<file path="config.mk">
export PLATFORM = sky130hd
export DESIGN_NAME = pointer_joystick
export DESIGN_NICKNAME = d
export VERILOG_FILES = /design/src/rtl/input_pkg.sv /design/src/rtl/pointer_joystick.sv
export VERILOG_INCLUDE_DIRS = /design/src /design/src/rtl
export SDC_FILE = /design/constraint.sdc
export NUM_CORES = 1
export LEC_CHECK = 0
export BUFFER_PORTS_ARGS = -buffer_cell sky130_fd_sc_hd__buf_4
export CELL_PAD_IN_SITES_DETAIL_PLACEMENT = 1
export CELL_PAD_IN_SITES_GLOBAL_PLACEMENT = 1
export CORE_AREA = 2 2 102 104
export CTS_BUF_LIST = sky130_fd_sc_hd__clkbuf_8
export DETAILED_ROUTE_END_ITERATION = 10
export DIE_AREA = 0 0 104 106
export GPL_TIMING_DRIVEN = 0
export HOLD_SLACK_MARGIN = 0.03
export PLACE_DENSITY_LB_ADDON = 0.1
export SLEW_MARGIN = 10
export SYNTH_ARGS = -nofsm -noshare
export SYNTH_HDL_FRONTEND = slang
export SYNTH_SLANG_ARGS = --single-unit
</file>
<file path="constraint.sdc">
create_clock -name clk_sys -period 5.4 [get_ports clk_sys]
set_input_delay 1.62 -clock clk_sys [delete_from_list [all_inputs] [get_ports clk_sys]]
set_output_delay 1.62 -clock clk_sys [all_outputs]
set_load 0.02 [all_outputs]
</file>
<file path="src/rtl/disk_input_settings.svh">
// Build-time sizes for the disk-image bridge and the pointer-to-joystick logic.
// Included by the packages and by every module that sizes a port from these values.
`ifndef DISK_INPUT_SETTINGS_SVH
`define DISK_INPUT_SETTINGS_SVH

`default_nettype none

// ============================================================
// Disk bridge
// ============================================================

// Sector buffer address width, 512 bytes
`define DI_BUF_AW 9

// One read and one write request bit per drive
`define DI_DRIVES 8

// ============================================================
// Mouse emulation
// ============================================================

// Largest delta taken from a single packet
`define DI_MOUSE_STEP 10

// Saturation limits of an analog axis
`define DI_AXIS_MAX 127
`define DI_AXIS_MIN (-128)

`default_nettype wire

`endif

</file>
<file path="src/rtl/input_pkg.sv">
// Types for the mouse packet and the joystick outputs.
// Used by the pointer-to-joystick block and the top level.
`default_nettype none

package input_pkg;

	// PS/2 style mouse packet, stb toggles once per packet
	typedef struct packed {
		logic              stb;
		logic signed [8:0] dy;
		logic signed [8:0] dx;
		logic [1:0]        btn;
		logic [3:0]        pad;
	} mouse_pkt_t;

	// One analog stick, two signed axes
	typedef struct packed {
		logic signed [7:0] y;
		logic signed [7:0] x;
	} analog_t;

	// Joystick as seen by the machine
	typedef struct packed {
		logic [13:0] buttons;
		analog_t     axes;
	} joy_route_t;

endpackage

`default_nettype wire

</file>
<file path="src/rtl/pointer_joystick.sv">
// Mouse to analog stick emulation for the first joystick, plus the joystick swap.
// Real analog input or a halted CPU hands the stick back to the gamepad.
`include "disk_input_settings.svh"

`default_nettype none

module pointer_joystick (
	input  wire logic                   clk_sys,
	input  wire logic                   areset,

	input  wire input_pkg::mouse_pkt_t  mouse_i,
	input  wire logic [13:0]            joy0_i,
	input  wire logic [13:0]            joy1_i,
	input  wire input_pkg::analog_t     joya0_i,
	input  wire input_pkg::analog_t     joya1_i,

	input  wire logic                   y_invert_i,
	input  wire logic                   swap_i,
	input  wire logic                   cpu_halt_i,

	output input_pkg::joy_route_t       joy1_o,
	output input_pkg::joy_route_t       joy2_o
);

	import input_pkg::*;

	// Per-packet delta limit
	function automatic logic signed [9:0] step_limit(input logic signed [8:0] d);
		if (d > `DI_MOUSE_STEP) begin
			return 10'(`DI_MOUSE_STEP);
		end
		if (d < -(`DI_MOUSE_STEP)) begin
			return -10'(`DI_MOUSE_STEP);
		end
		return {d[8], d};
	endfunction

	function automatic logic [7:0] sat_axis(input logic signed [9:0] v);
		if (v > `DI_AXIS_MAX) begin
			return 8'(`DI_AXIS_MAX);
		end
		if (v < `DI_AXIS_MIN) begin
			return 8'(`DI_AXIS_MIN);
		end
		return v[7:0];
	endfunction

	analog_t           pos_q;
	analog_t           axes0;
	logic              emu_q;
	logic              stb_d;
	logic              analog_active;
	logic [13:0]       buttons0;
	logic signed [9:0] next_x;
	logic signed [9:0] next_y;

	assign analog_active = (joya0_i != '0) | cpu_halt_i;

	assign next_x = 10'($signed(pos_q.x)) + step_limit(mouse_i.dx);
	assign next_y = y_invert_i ? 10'($signed(pos_q.y)) - step_limit(mouse_i.dy)
	                           : 10'($signed(pos_q.y)) + step_limit(mouse_i.dy);

	// ============================================================
	// Position accumulator
	// ============================================================
	always_ff @(posedge clk_sys) begin
		if (areset) begin
			stb_d <= mouse_i.stb;
			emu_q <= 1'b0;
			pos_q <= '0;
		end else begin
			stb_d <= mouse_i.stb;
			if (stb_d != mouse_i.stb) begin
				emu_q   <= 1'b1;
				pos_q.x <= sat_axis(next_x);
				pos_q.y <= sat_axis(next_y);
			end
			// Analog stick or halt takes over, even against a new packet
			if (analog_active) begin
				emu_q <= 1'b0;
				pos_q <= '0;
			end
		end
	end

	// ============================================================
	// Joystick routing
	// ============================================================
	assign axes0    = emu_q ? pos_q : joya0_i;
	assign buttons0 = {joy0_i[13:9], emu_q ? mouse_i.btn : joy0_i[8:7], joy0_i[6:0]};

	always_comb begin
		if (swap_i) begin
			joy1_o = '{buttons: joy1_i, axes: joya1_i};
			joy2_o = '{buttons: buttons0, axes: axes0};
		end else begin
			joy1_o = '{buttons: buttons0, axes: axes0};
			joy2_o = '{buttons: joy1_i, axes: joya1_i};
		end
	end

endmodule

`default_nettype wire

</file>
**Yosys cells after proc, flatten, opt, wreduce, memory -nomap -nowiden**

Cells that the tools add are included.

- Register bits: 18
- Latch bits: 0
- Bits in writable memories: 0
- ROM bits: 0
- Input bits: 90
- Output and inout port bits: 60
- Memories: 0

- Add/sub/neg operators: 3
- $mul: 0
- Div/mod/pow operators: 0
- Magnitude comparators: 8
- Equality and inequality tests: 1
- Shifts and indexed selects: 0
- Multiplexer cells: 41
- Bitwise operators: 1
- Reductions and logical operators: 2

Operators with widths:

| operator | count |
|---|---|
| $mux 10 | 9 |
| $mux 8 | 8 |
| $mux 30 | 2 |
| $add 8x10->10 | 2 |
| $gt 10x8->1 const B | 2 |
| $lt 10x8->1 const B | 2 |
| $mux 1 | 20 |
| $gt 9x5->1 const B | 2 |
| $lt 9x5->1 const B | 2 |
| $mux 16 | 1 |
| $reduce_bool 16->1 | 1 |
| $sub 8x10->10 | 1 |
| $mux 2 | 1 |
| $reduce_or 2->1 | 1 |
| $ne 1x1->1 | 1 |
| $or 1x1->1 | 1 |

**Longest topological paths before layout**

Gate-level depths: netlist (run 1).

- Depth after elaboration: 16
- Gate-level depth with buffers: 21
- Mapped depth without buffers: 20

**Worst setup path before layout (run 1)**

Ideal clock, no wire load.

- Kind: input-to-reg
- From: input port mouse_i[23] (netlist bit)
- To: register pos_q[10] (netlist bit)
- Library setup time: 0.064 ns
- Arrival: 5.381 ns
- Required time: 5.336 ns
- Setup slack: -0.045 ns
- Cell stages on the path: 21
- Path buffers: 1
- Cells stage by stage: inv_1 > or3_1 > ha_1 > clkbuf_1 > nor2_1 > and2_1 > inv_1 > ha_1 > or3b_2 > a21oi_1 > or3_1 > nand3_1 > ha_1 > nand3_1 > o211ai_1 > o41ai_1 > xnor2_1 > a21oi_1 > o31ai_4 > a21oi_1 > nor2_1

- Longest elaborated chain between the ends: 14
- Elaborated cells between the ends (all ways): 23

Ends and longest elaborated chain:

| item | RTL line | text |
|---|---|---|
| start, declared | pointer_joystick.sv:11 | `input wire input_pkg::mouse_pkt_t mouse_i,` |
| $lt 9x5->1 | pointer_joystick.sv:32 | `` if (d < -(`DI_MOUSE_STEP)) begin `` |
| $mux 1 (2 in series) | pointer_joystick.sv:32 |  |
| $mux 10 | pointer_joystick.sv:35 | `return {d[8], d};` |
| $mux 10 (*) | pointer_joystick.sv:32 |  |
| $add 8x10->10 / $sub 8x10->10 (equally long branches) | pointer_joystick.sv:61, pointer_joystick.sv:60 |  |
| $mux 10 (*) | pointer_joystick.sv:60 | `assign next_y = y_invert_i ? 10'($signed(pos_q.y)) - step_limit(mouse_i.dy)` |
| $lt 10x8->1 (no source line) | -- |  |
| $mux 1 (2 in series) | pointer_joystick.sv:42 | `` if (v < `DI_AXIS_MIN) begin `` |
| $mux 1 | pointer_joystick.sv:73 | `if (stb_d != mouse_i.stb) begin` |
| $mux 1 | pointer_joystick.sv:67 | `if (areset) begin` |
| $mux 8 | pointer_joystick.sv:45 | `return v[7:0];` |
| $mux 8 (*) | pointer_joystick.sv:42 |  |
| end, declared | pointer_joystick.sv:48 | `analog_t pos_q;` |

Every way passes the cells marked *; elsewhere a longest branch is shown, timed or not. The select of a mux whose other input is x is not followed.
A chain may end at the register's enable or synchronous reset.

**Worst setup path in the final report (run 1)**

- From: input port mouse_i[18] (netlist bit)
- To: register pos_q[10] (netlist bit)

Same word-level chain as after synthesis.

==> parameters.txt, run 1 <==
Parameter                              Value

STA
  Worst slew pin tran ... 0.583 ns
  Number of failing setup endpoints in the final timing report ... 0
  Worst clock skew on the final layout ... 0.00510 ns
  Fin. max-slew vios ... 0
  Post-route fraction of the period consumed by the critical path ... 97.1%
  Period minus WS final ... around 5.2 ns
  Hold Violations, Final ... 0
  Fmax ... 191 MHz
  Worst Slack Setup Final ... 0.158 ns
  Relative slew margins ... 61.2%

Global routing
  Maximum number of pins on one net before global-route repair ... 11
  Global router's overall resource usage ... 18.3%
  Number of global-route vias before repair ... about 3400
  Global-route wire length before repair ... 16800 microns
  Overflow left after global routing ... 0
  Antenna violations before repair ... 0

Clock tree
  Number of H-tree branching levels ... 1
  Inserted Clock Buffers ... 3
  Clk Latency, worst-skew pair ... 0.26 ns
  Root Buffer Master ... sky130_fd_sc_hd__clkbuf_8
  Clock sink total ... 18
  Clock Pin Slew Worst Setup and Hold Paths ... 0.07 ns
  Maximum clock path buffer count ... 2
  Clock tree from TritonCTS ... yes

Yosys
  Xor and xnor fraction of the mapped netlist area ... 4.54%
  Netlist area before placement ... 2890 sq um
  Arithmetic-cell share of the synthesized area counting full adders, half adders and majority gates ... 10.5%
  Combinational family with the most area after synthesis ... multiplexers
  Yosys warning total ... 0
  Post-synthesis simple-gate area fraction ... 19.1%
  Share of cell area taken by muxes after synthesis ... a little under a third
  Complex-gate fraction of the synthesized area ... 18.6%
  Number of synthesized register bits ... 18
  Cell accounting for the most synthesized area ... sky130_fd_sc_hd__mux2_2
  Count of mapped cells out of synthesis ... ~360
  Sequential share of the synthesized area ... around 12%
  Dominant cells by area after synthesis ... sky130_fd_sc_hd__mux2_2 (31%), sky130_fd_sc_hd__dfxtp_1 (12%), sky130_fd_sc_hd__ha_1 (9.1%), sky130_fd_sc_hd__a21oi_1 (5.5%), sky130_fd_sc_hd__nor2_1 (4.9%)
  Main synth FF type ... sky130_fd_sc_hd__dfxtp_1
  Number of different library cells in the post-synthesis netlist ... 46
  Syn_nets ... ~480
  Average size of a mapped cell ... 7.94 sq um
  Asr flop ratio synth ... 0%
  Area fraction of the dominant cell type after synthesis ... 30.8%
  Number of flops mapped to enable cells by yosys ... 0

Floorplanning
  Die area ... 11000 sq um
  Std-Cell Rows ... 37
  Effective utilization at floorplan ... 28.9%
  Die boundary width ... 104 microns
  Chip height ... 106 microns
  Ports placed on the boundary ... 150
  Core box area ... about 10000 sq um

Setup path
  Cell count of the worst reg-to-reg path ... 9
  Capture point of the worst path ... pos_q[10]
  Critical Path Sink Type ... register
  Critical R2R Capture ... pos_q[0]
  Startpoint of the worst register-to-register path ... pos_q[1]
  R2R setup slack ... about 2.7 ns
  Type of element launching the critical path ... input pin
  Critical setup path kind ... input pin to register
  Worst-path fanout max ... 7
  CP Data Arrival Time ... about 5.4 ns
  WP data required ... 5.60 ns
  Launching instance or port of the critical path ... mouse_i[18]

Final layout
  Net count of the finished layout ... 633
  Area grow syn2layout ... 51.3%
  Finished layout cell area ... 4370 sq um
  Layout cells sized above 1 ... 49.9%
  Number of diodes added for antenna fixing ... 0
  Filler cell count ... roughly 1300

Place
  Detail Placement HPWL ... 8840 microns
  Post-place setup slack ... -0.587 ns
  Final Wtd Congestion ... 0.782
  Count of buffers inserted at the top-level ports ... 144
  Placed cell area ... 4140 sq um

Job
  Number of violations of the max-capacitance limit ... 0

Drt
  Detailed Routing Iterations Pass 1 ... 4
  Via density per instance ... 4.96
  Drt first-iter violations ... 66
  Number of antenna-violating nets in the routed design ... 0
  Via count ... 3249
  Overall routed net length ... around 10000 microns
  Routed wire per std cell ... 15.7 microns
  Total DRC errors in the routed layout ... 0

Power
  Power per cell area ... 135 nW/um^2
  Fraction of power consumed by sequential logic ... 22.6%
  Switch Pwr ... roughly 0.00022 W
  Share of power burned in the clock network ... 18.9%
  Sw Ratio ... 37.4%
  Leakage power of the design ... a little under 2 nW
  Worst ir drop on vdd ... 0.0558 mV
  Internal Pwr Total ... 0.000369 W
  Logic gate share of total power ... 58.5%

Hold path
  Class of the most critical hold timing path ... register to register

Outcome
  Result of the run ... finished, final reports clean
==> worst max-delay path: stages <==
cell	delay (ns)
sky130_fd_sc_hd__buf_4	0.13
sky130_fd_sc_hd__a21oi_1	0.06
sky130_fd_sc_hd__or3_4	0.38
sky130_fd_sc_hd__ha_4	0.25
sky130_fd_sc_hd__buf_4	0.15
sky130_fd_sc_hd__or4_4	0.46
sky130_fd_sc_hd__nor4b_4	0.29
sky130_fd_sc_hd__nor2_1	0.11
sky130_fd_sc_hd__xor2_1	0.20
sky130_fd_sc_hd__ha_1	0.37
sky130_fd_sc_hd__nand3_1	0.09
sky130_fd_sc_hd__o211ai_1	0.14
sky130_fd_sc_hd__o41ai_2	0.35
sky130_fd_sc_hd__xnor2_1	0.20
sky130_fd_sc_hd__a21oi_2	0.08
sky130_fd_sc_hd__o31ai_4	0.25
sky130_fd_sc_hd__buf_6	0.16
sky130_fd_sc_hd__a21oi_2	0.04
sky130_fd_sc_hd__nor2_1	0.11
==> how the worst min path moves through the flow <==
stage	startpoint	end	depth (start not counted)
floorplan	pos_q[8]	pos_q[8]	2
detailed placement	pos_q[14]	pos_q[14]	2
CTS	pos_q[14]	pos_q[14]	2
global placement	pos_q[14]	pos_q[14]	2
global route	pos_q[14]	pos_q[14]	2
finish	pos_q[7]	pos_q[7]	2
==> cell type report <==
class | count | area (sq um) | share of cell area (%)
inverters | 15 | 56.3 | 1.29
flip-flops and latches | 18 | 360 | 8.24
clock buffers | 4 | 55.1 | 1.26
plain buffers | 16 | 72.6 | 1.66
well taps | 136 | 170 | 3.89
repair buffers | 151 | 1140 | 26.0
multi-input cells | 315 | 2520 | 57.7
==> power groups by stage <==
stage          Clock, W  Combinational, W  Sequential, W
6_report       0.000111          0.000344       0.000133
5_1_grt        0.000120          0.000376       0.000133
4_1_cts        0.000116          0.000335       0.000133
3_5_place_dp          0          0.000328       0.000136
3_3_place_gp          0          0.000323       0.000136
2_1_floorplan         0          0.000187       0.000136
==> kinds of logic after synthesis <==
family / count (synthesis)
mux: 79
compound gates: 89
simple gates: 109
fa+ha+maj: 23
xor+xnor: 15
flops: 18
buf+inv: 31
==> routing by layer <==
layer | track usage [%] | share of wire, % | up-vias | wire (microns)
li1 | - | - | 1651 | -
met1 | 21.3 | 41 | 1494 | 4230
met2 | 33.8 | 51 | 97 | 5230
met3 | 4.05 | 6.5 | 7 | 668
met4 | 4.63 | 1.2 | 0 | 124
met5 | 0 | 0 | - | 0
==> placed cells by master, fill, tap and decap left out, drive strengths merged, types with 2 or more instances in the layout <==
cell type,instances
or3,9
inv,15
ha,21
nor3,8
a21o,6
clkbuf,15
a211oi,4
nor2,38
nor2b,4
dfxtp,18
mux2,79
xnor2,8
fa,2
nand3,9
and2,2
xor2,7
o211ai,3
o22ai,2
o21a,4
or4,4
a21oi,32
nand2,15
or2,2
nor4,7
nor4b,2
nand4,2
buf,156
o21ai,29
nand2b,4
==> Yosys cell counts (4+ instances only) <==
| library cell | count |
|---|---|
| sky130_fd_sc_hd__or3_1 | 9 |
| sky130_fd_sc_hd__o21ai_0 | 26 |
| sky130_fd_sc_hd__nand2b_1 | 4 |
| sky130_fd_sc_hd__a211oi_1 | 4 |
| sky130_fd_sc_hd__mux2_2 | 79 |
| sky130_fd_sc_hd__nand2_1 | 15 |
| sky130_fd_sc_hd__inv_1 | 15 |
| sky130_fd_sc_hd__nand3_1 | 9 |
| sky130_fd_sc_hd__clkbuf_1 | 12 |
| sky130_fd_sc_hd__a21oi_1 | 32 |
| sky130_fd_sc_hd__nor2b_1 | 4 |
| sky130_fd_sc_hd__dfxtp_1 | 18 |
| sky130_fd_sc_hd__ha_1 | 21 |
| sky130_fd_sc_hd__nor4_1 | 7 |
| sky130_fd_sc_hd__xor2_1 | 7 |
| sky130_fd_sc_hd__buf_1 | 4 |
| sky130_fd_sc_hd__nor2_1 | 38 |
| sky130_fd_sc_hd__a21o_1 | 6 |
| sky130_fd_sc_hd__xnor2_1 | 8 |
| sky130_fd_sc_hd__nor3_1 | 7 |
==> flip-flops by register name, summed over array words and instances, names as in the netlist <==
| register | cells |
|---|---|
| stb_d | 1 |
| emu_q | 1 |
| pos_q | 16 |
==> per-stage QoR <==
step / setup TNS, ns / cells / hold slack, ns / utilization (%) / total power [W]
finish: 0 / 655 / 0.570 / 43.7 / 0.000589
global route: -0.00371 / 655 / 0.603 / 43.7 / 0.000629
CTS: 0 / 650 / 0.573 / 42.8 / 0.000584
detailed placement: -4.36 / 644 / 0.558 / 41.4 / 0.000464
global placement: -4.40 / 644 / 0.545 / 41.4 / 0.000459
floorplan: 0 / 364 / 0.495 / - / 0.000323
==> what timing repair did <==
item / 4_1_cts / 5_1_grt
hold buffers: 0 / 0
endpoints found under the setup margin: 8 / 8
resized for setup: 9 / 17
gates cloned: 0 / 0
endpoints found under the hold margin: 0 / 0
pin swaps: 3 / 13
setup buffers: 2 / 5
No activity file was read; power rests on OpenSTA's default activity.
==> run 2: changes to the inputs <==
--- a/config.mk
+++ b/config.mk
@@ -9,10 +9,10 @@
 export BUFFER_PORTS_ARGS = -buffer_cell sky130_fd_sc_hd__buf_4
 export CELL_PAD_IN_SITES_DETAIL_PLACEMENT = 1
 export CELL_PAD_IN_SITES_GLOBAL_PLACEMENT = 1
-export CORE_AREA = 2 2 102 104
+export CORE_AREA = 2 2 97 99
 export CTS_BUF_LIST = sky130_fd_sc_hd__clkbuf_8
 export DETAILED_ROUTE_END_ITERATION = 10
-export DIE_AREA = 0 0 104 106
+export DIE_AREA = 0 0 99 101
 export GPL_TIMING_DRIVEN = 0
 export HOLD_SLACK_MARGIN = 0.03
 export PLACE_DENSITY_LB_ADDON = 0.1
==> constraint.sdc (replaced) <==
create_clock -name clk_sys -period 4.88 [get_ports clk_sys]
set_input_delay 1.464 -clock clk_sys [delete_from_list [all_inputs] [get_ports clk_sys]]
set_output_delay 1.464 -clock clk_sys [all_outputs]
set_load 0.02 [all_outputs]
==> parameters.txt, run 2 (same netlist as run 1, synthesis figures left out) <==
Parameter                              Value

Floorplanning
  Effective utilization at floorplan ... 32.2% (+3.3 points)
  Core box area ... 8980 sq um (-10%)
  Std-Cell Rows ... 35 (-5.4%)
  Ports placed on the boundary ... 150 (unchanged)
  Die boundary width ... 99 microns (-4.8%)
  Die area ... 10000 sq um (-9.3%)
  Chip height ... 101 microns (-4.7%)

Power
  Total Power ... 0.000679 W (+15%)
  Logic gate share of total power ... 60.4% (+1.9 points)
  Fraction of power consumed by sequential logic ... 21.7% (-0.9 points)
  Worst ir drop on vdd ... 0.107 mV (+91%)
  Switch Pwr ... 0.000258 W (+17%)
  Share of power burned in the clock network ... 17.9% (-1.0 points)
  Internal Pwr Total ... 0.000421 W (+14%)
  Leakage power of the design ... 2.02 nW (+4.8%)
  Power per cell area ... 147 nW/um^2 (+9.5%)
  Sw Ratio ... 37.9% (+0.53 points)

Drt
  Via count ... 3355 (+3.3%)
  Routed wire per std cell ... 17.8 microns (+14%)
  Number of antenna-violating nets in the routed design ... 0 (unchanged)
  Detailed Routing Iterations Pass 1 ... 4 (unchanged)
  Drt first-iter violations ... 58 (-12%)
  Total DRC errors in the routed layout ... 0 (unchanged)
  Via density per instance ... 5.25 (+5.8%)
  Overall routed net length ... 11400 microns (+11%)

Clock tree
  Clk Latency, worst-skew pair ... 0.25 ns (about the same)
  Number of H-tree branching levels ... 1 (unchanged)
  Clock sink total ... 18 (unchanged)
  Root Buffer Master ... sky130_fd_sc_hd__clkbuf_8
  Maximum clock path buffer count ... 2 (unchanged)
  Inserted Clock Buffers ... 3 (unchanged)
  Total of hold buffers inserted after clock tree synthesis ... 0 (unchanged)
  Clock tree from TritonCTS ... yes
  Clock Pin Slew Worst Setup and Hold Paths ... 0.07 ns (about the same)

Setup path
  Critical R2R Capture ... pos_q[12]
  Critical setup path kind ... input pin to register
  Type of element launching the critical path ... input pin
  R2R setup slack ... 2.32 ns (-0.35 ns)
  Startpoint of the worst register-to-register path ... pos_q[8]
  CP Data Arrival Time ... 5.19 ns (-0.25 ns)
  Critical Path Sink Type ... register
  Worst-path fanout max ... 7 (unchanged)
  Cell count of the worst reg-to-reg path ... 13 (+4)
  WP data required ... 5.07 ns (-0.53 ns)

Final layout
  Area grow syn2layout ... 59.2%
  Commonest cells after routing, fill and taps aside ... sky130_fd_sc_hd__buf_4 (151), sky130_fd_sc_hd__mux2_2 (79), sky130_fd_sc_hd__nor2_1 (36)
  Net count of the finished layout ... 642 (+1.4%)
  Regs by FF count ... pos_q x16, emu_q x1, stb_d x1
  Filler cell count ... 1090 (-13%)
  Sequential cell area ... 360 sq um (unchanged)
  Util after Layout ... 51.3% (+7.5 points)
  Finished layout cell area ... 4600 sq um (+5.2%)
  Register name with the most flops ... pos_q
  Most common library cell in the layout ignoring fill and taps ... sky130_fd_sc_hd__buf_4
  Max FFs per register ... 16 (unchanged)
  Final instance count without filler cells ... 639 (-2.4%)
  Layout cells sized above 1 ... 53.6% (+3.7 points)
  Total area of multi-input combinational cells ... 2660 sq um (+5.3%)
  Number of diodes added for antenna fixing ... 0 (unchanged)

Global routing
  Global router's overall resource usage ... 21.6% (+3.3 points)
  Number of global-route vias before repair ... 3435 (+0.44%)
  Global-route wire length before repair ... 17600 microns (+4.3%)
  Antenna violations before repair ... 0 (unchanged)
  Maximum number of pins on one net before global-route repair ... 11 (unchanged)
  Overflow left after global routing ... 0 (unchanged)

Outcome
  Result of the run ... finished with violations
  Violations in the final reports ... negative setup slack

STA
  Post-route fraction of the period consumed by the critical path ... 102%
  Setup TNS ... -0.760 ns (-0.760 ns)
  Relative slew margins ... 58.1% (-3.1 points)
  Fin. max-slew vios ... 0 (unchanged)
  Hold Violations, Final ... 0 (unchanged)
  Worst slew pin tran ... 0.629 ns (+0.0462 ns)
  Worst Slack Setup Final ... -0.113 ns (-0.271 ns)
  Worst clock skew on the final layout ... 0.00108 ns (-0.00403 ns)
  Fmax ... 200 MHz
  Setup repair after global routing missed its margin ... yes
  Number of failing setup endpoints in the final timing report ... 7 (+7)
  Period minus WS final ... approximately 5 ns

Place
  Placed cell area ... 4210 sq um (+1.5%)
  Placed Cells incl. Taps ... 619 (-3.9%)
  Detail Placement HPWL ... 9440 microns (+6.9%)
  Final Wtd Congestion ... 0.848 (+8.5%)
  Count of buffers inserted at the top-level ports ... 144 (unchanged)

Hold path
  Worst hold path cell count ... 2 (unchanged)
  Class of the most critical hold timing path ... register to register
  End of the worst hold path ... pos_q[7]
  Worst Hold Launch ... pos_q[7]

Job
  Number of violations of the max-capacitance limit ... 0 (unchanged)
[run 2: changes by cell type in the layout (fill, tap and decap cells not counted), moves of 2 or more]
cell                      before  now
sky130_fd_sc_hd__nor2_2        0    2
sky130_fd_sc_hd__a21oi_1      29   26
sky130_fd_sc_hd__inv_1        15   13
sky130_fd_sc_hd__nand3_1       8    5
sky130_fd_sc_hd__nand3_2       1    3
sky130_fd_sc_hd__buf_8         1    8
sky130_fd_sc_hd__a21oi_2       3    6
sky130_fd_sc_hd__nor2_1       38   36
[run 2: layout make-up]
class,count,share of cell area (%)
Buffer,16,1.58
Clock buffer,4,1.20
Tap cell,111,3.02
Timing Repair Buffer,160,27.4
Multi-Input combinational cell,315,57.7
Inverter,15,1.28
Sequential cell,18,7.83
[run 2: worst max-delay path by stage]
| stage | startpoint | end | cells past startpoint |
|---|---|---|---|
| after detailed placement | mouse_i[19] | pos_q[9] | 22 |
| after global placement | mouse_i[21] | pos_q[9] | 22 |
| after floorplan | mouse_i[19] | pos_q[10] | 21 |
| after global routing | mouse_i[20] | pos_q[11] | 23 |
| after CTS | mouse_i[22] | pos_q[8] | 23 |
| final | mouse_i[20] | pos_q[12] | 21 |
[run 2: power by group through the flow]
stage	Clock, W	Sequential (W)	Combinational (W)
floorplan	0	0.000151	0.000215
global placement	0	0.000151	0.000368
detailed placement	0	0.000151	0.000377
CTS	0.000126	0.000147	0.000394
global route	0.000130	0.000147	0.000442
finish	0.000121	0.000147	0.000410
[run 2: through the flow]
step,worst slack [ns],hold slack (ns)
2_1_floorplan,-0.0440,0.507
3_3_place_gp,-0.586,0.560
3_5_place_dp,-0.616,0.562
4_1_cts,-0.130,0.579
5_1_grt,-0.285,0.632
6_report,-0.113,0.573
[run 2: layer usage]
| metal | share of wire [%] | up-vias | GRT usage [%] |
|---|---|---|---|
| met1 | 41 | 1618 | 27.3 |
| met3 | 3.0 | 8 | 2.57 |
| met2 | 55 | 54 | 40.0 |
| met4 | 0.98 | 0 | 3.27 |
| li1 | - | 1675 | - |
| met5 | 0 | - | 0 |
[run 2: critical path: stages]
cell                       delay, ns
sky130_fd_sc_hd__buf_8          0.08
sky130_fd_sc_hd__nand4_1        0.08
sky130_fd_sc_hd__or3_4          0.40
sky130_fd_sc_hd__ha_4           0.26
sky130_fd_sc_hd__buf_8          0.13
sky130_fd_sc_hd__nor3_4         0.23
sky130_fd_sc_hd__ha_4           0.18
sky130_fd_sc_hd__or3b_4         0.38
sky130_fd_sc_hd__a21oi_2        0.12
sky130_fd_sc_hd__or3_1          0.13
sky130_fd_sc_hd__nand3_2        0.10
sky130_fd_sc_hd__ha_4           0.33
sky130_fd_sc_hd__nand3_2        0.07
sky130_fd_sc_hd__o211ai_1       0.29
sky130_fd_sc_hd__o41ai_2        0.13
sky130_fd_sc_hd__xnor2_1        0.25
sky130_fd_sc_hd__a21oi_2        0.07
sky130_fd_sc_hd__o31ai_4        0.18
sky130_fd_sc_hd__buf_6          0.16
sky130_fd_sc_hd__a21oi_1        0.05
sky130_fd_sc_hd__nor2_1         0.09
[run 2: repair_timing]
| action | 4_1_cts | 5_1_grt |
|---|---|---|
| setup buffers | 12 | 4 |
| setup endpoints to repair | 15 | 15 |
| resized for setup | 23 | 27 |
| pin swaps | 12 | 18 |
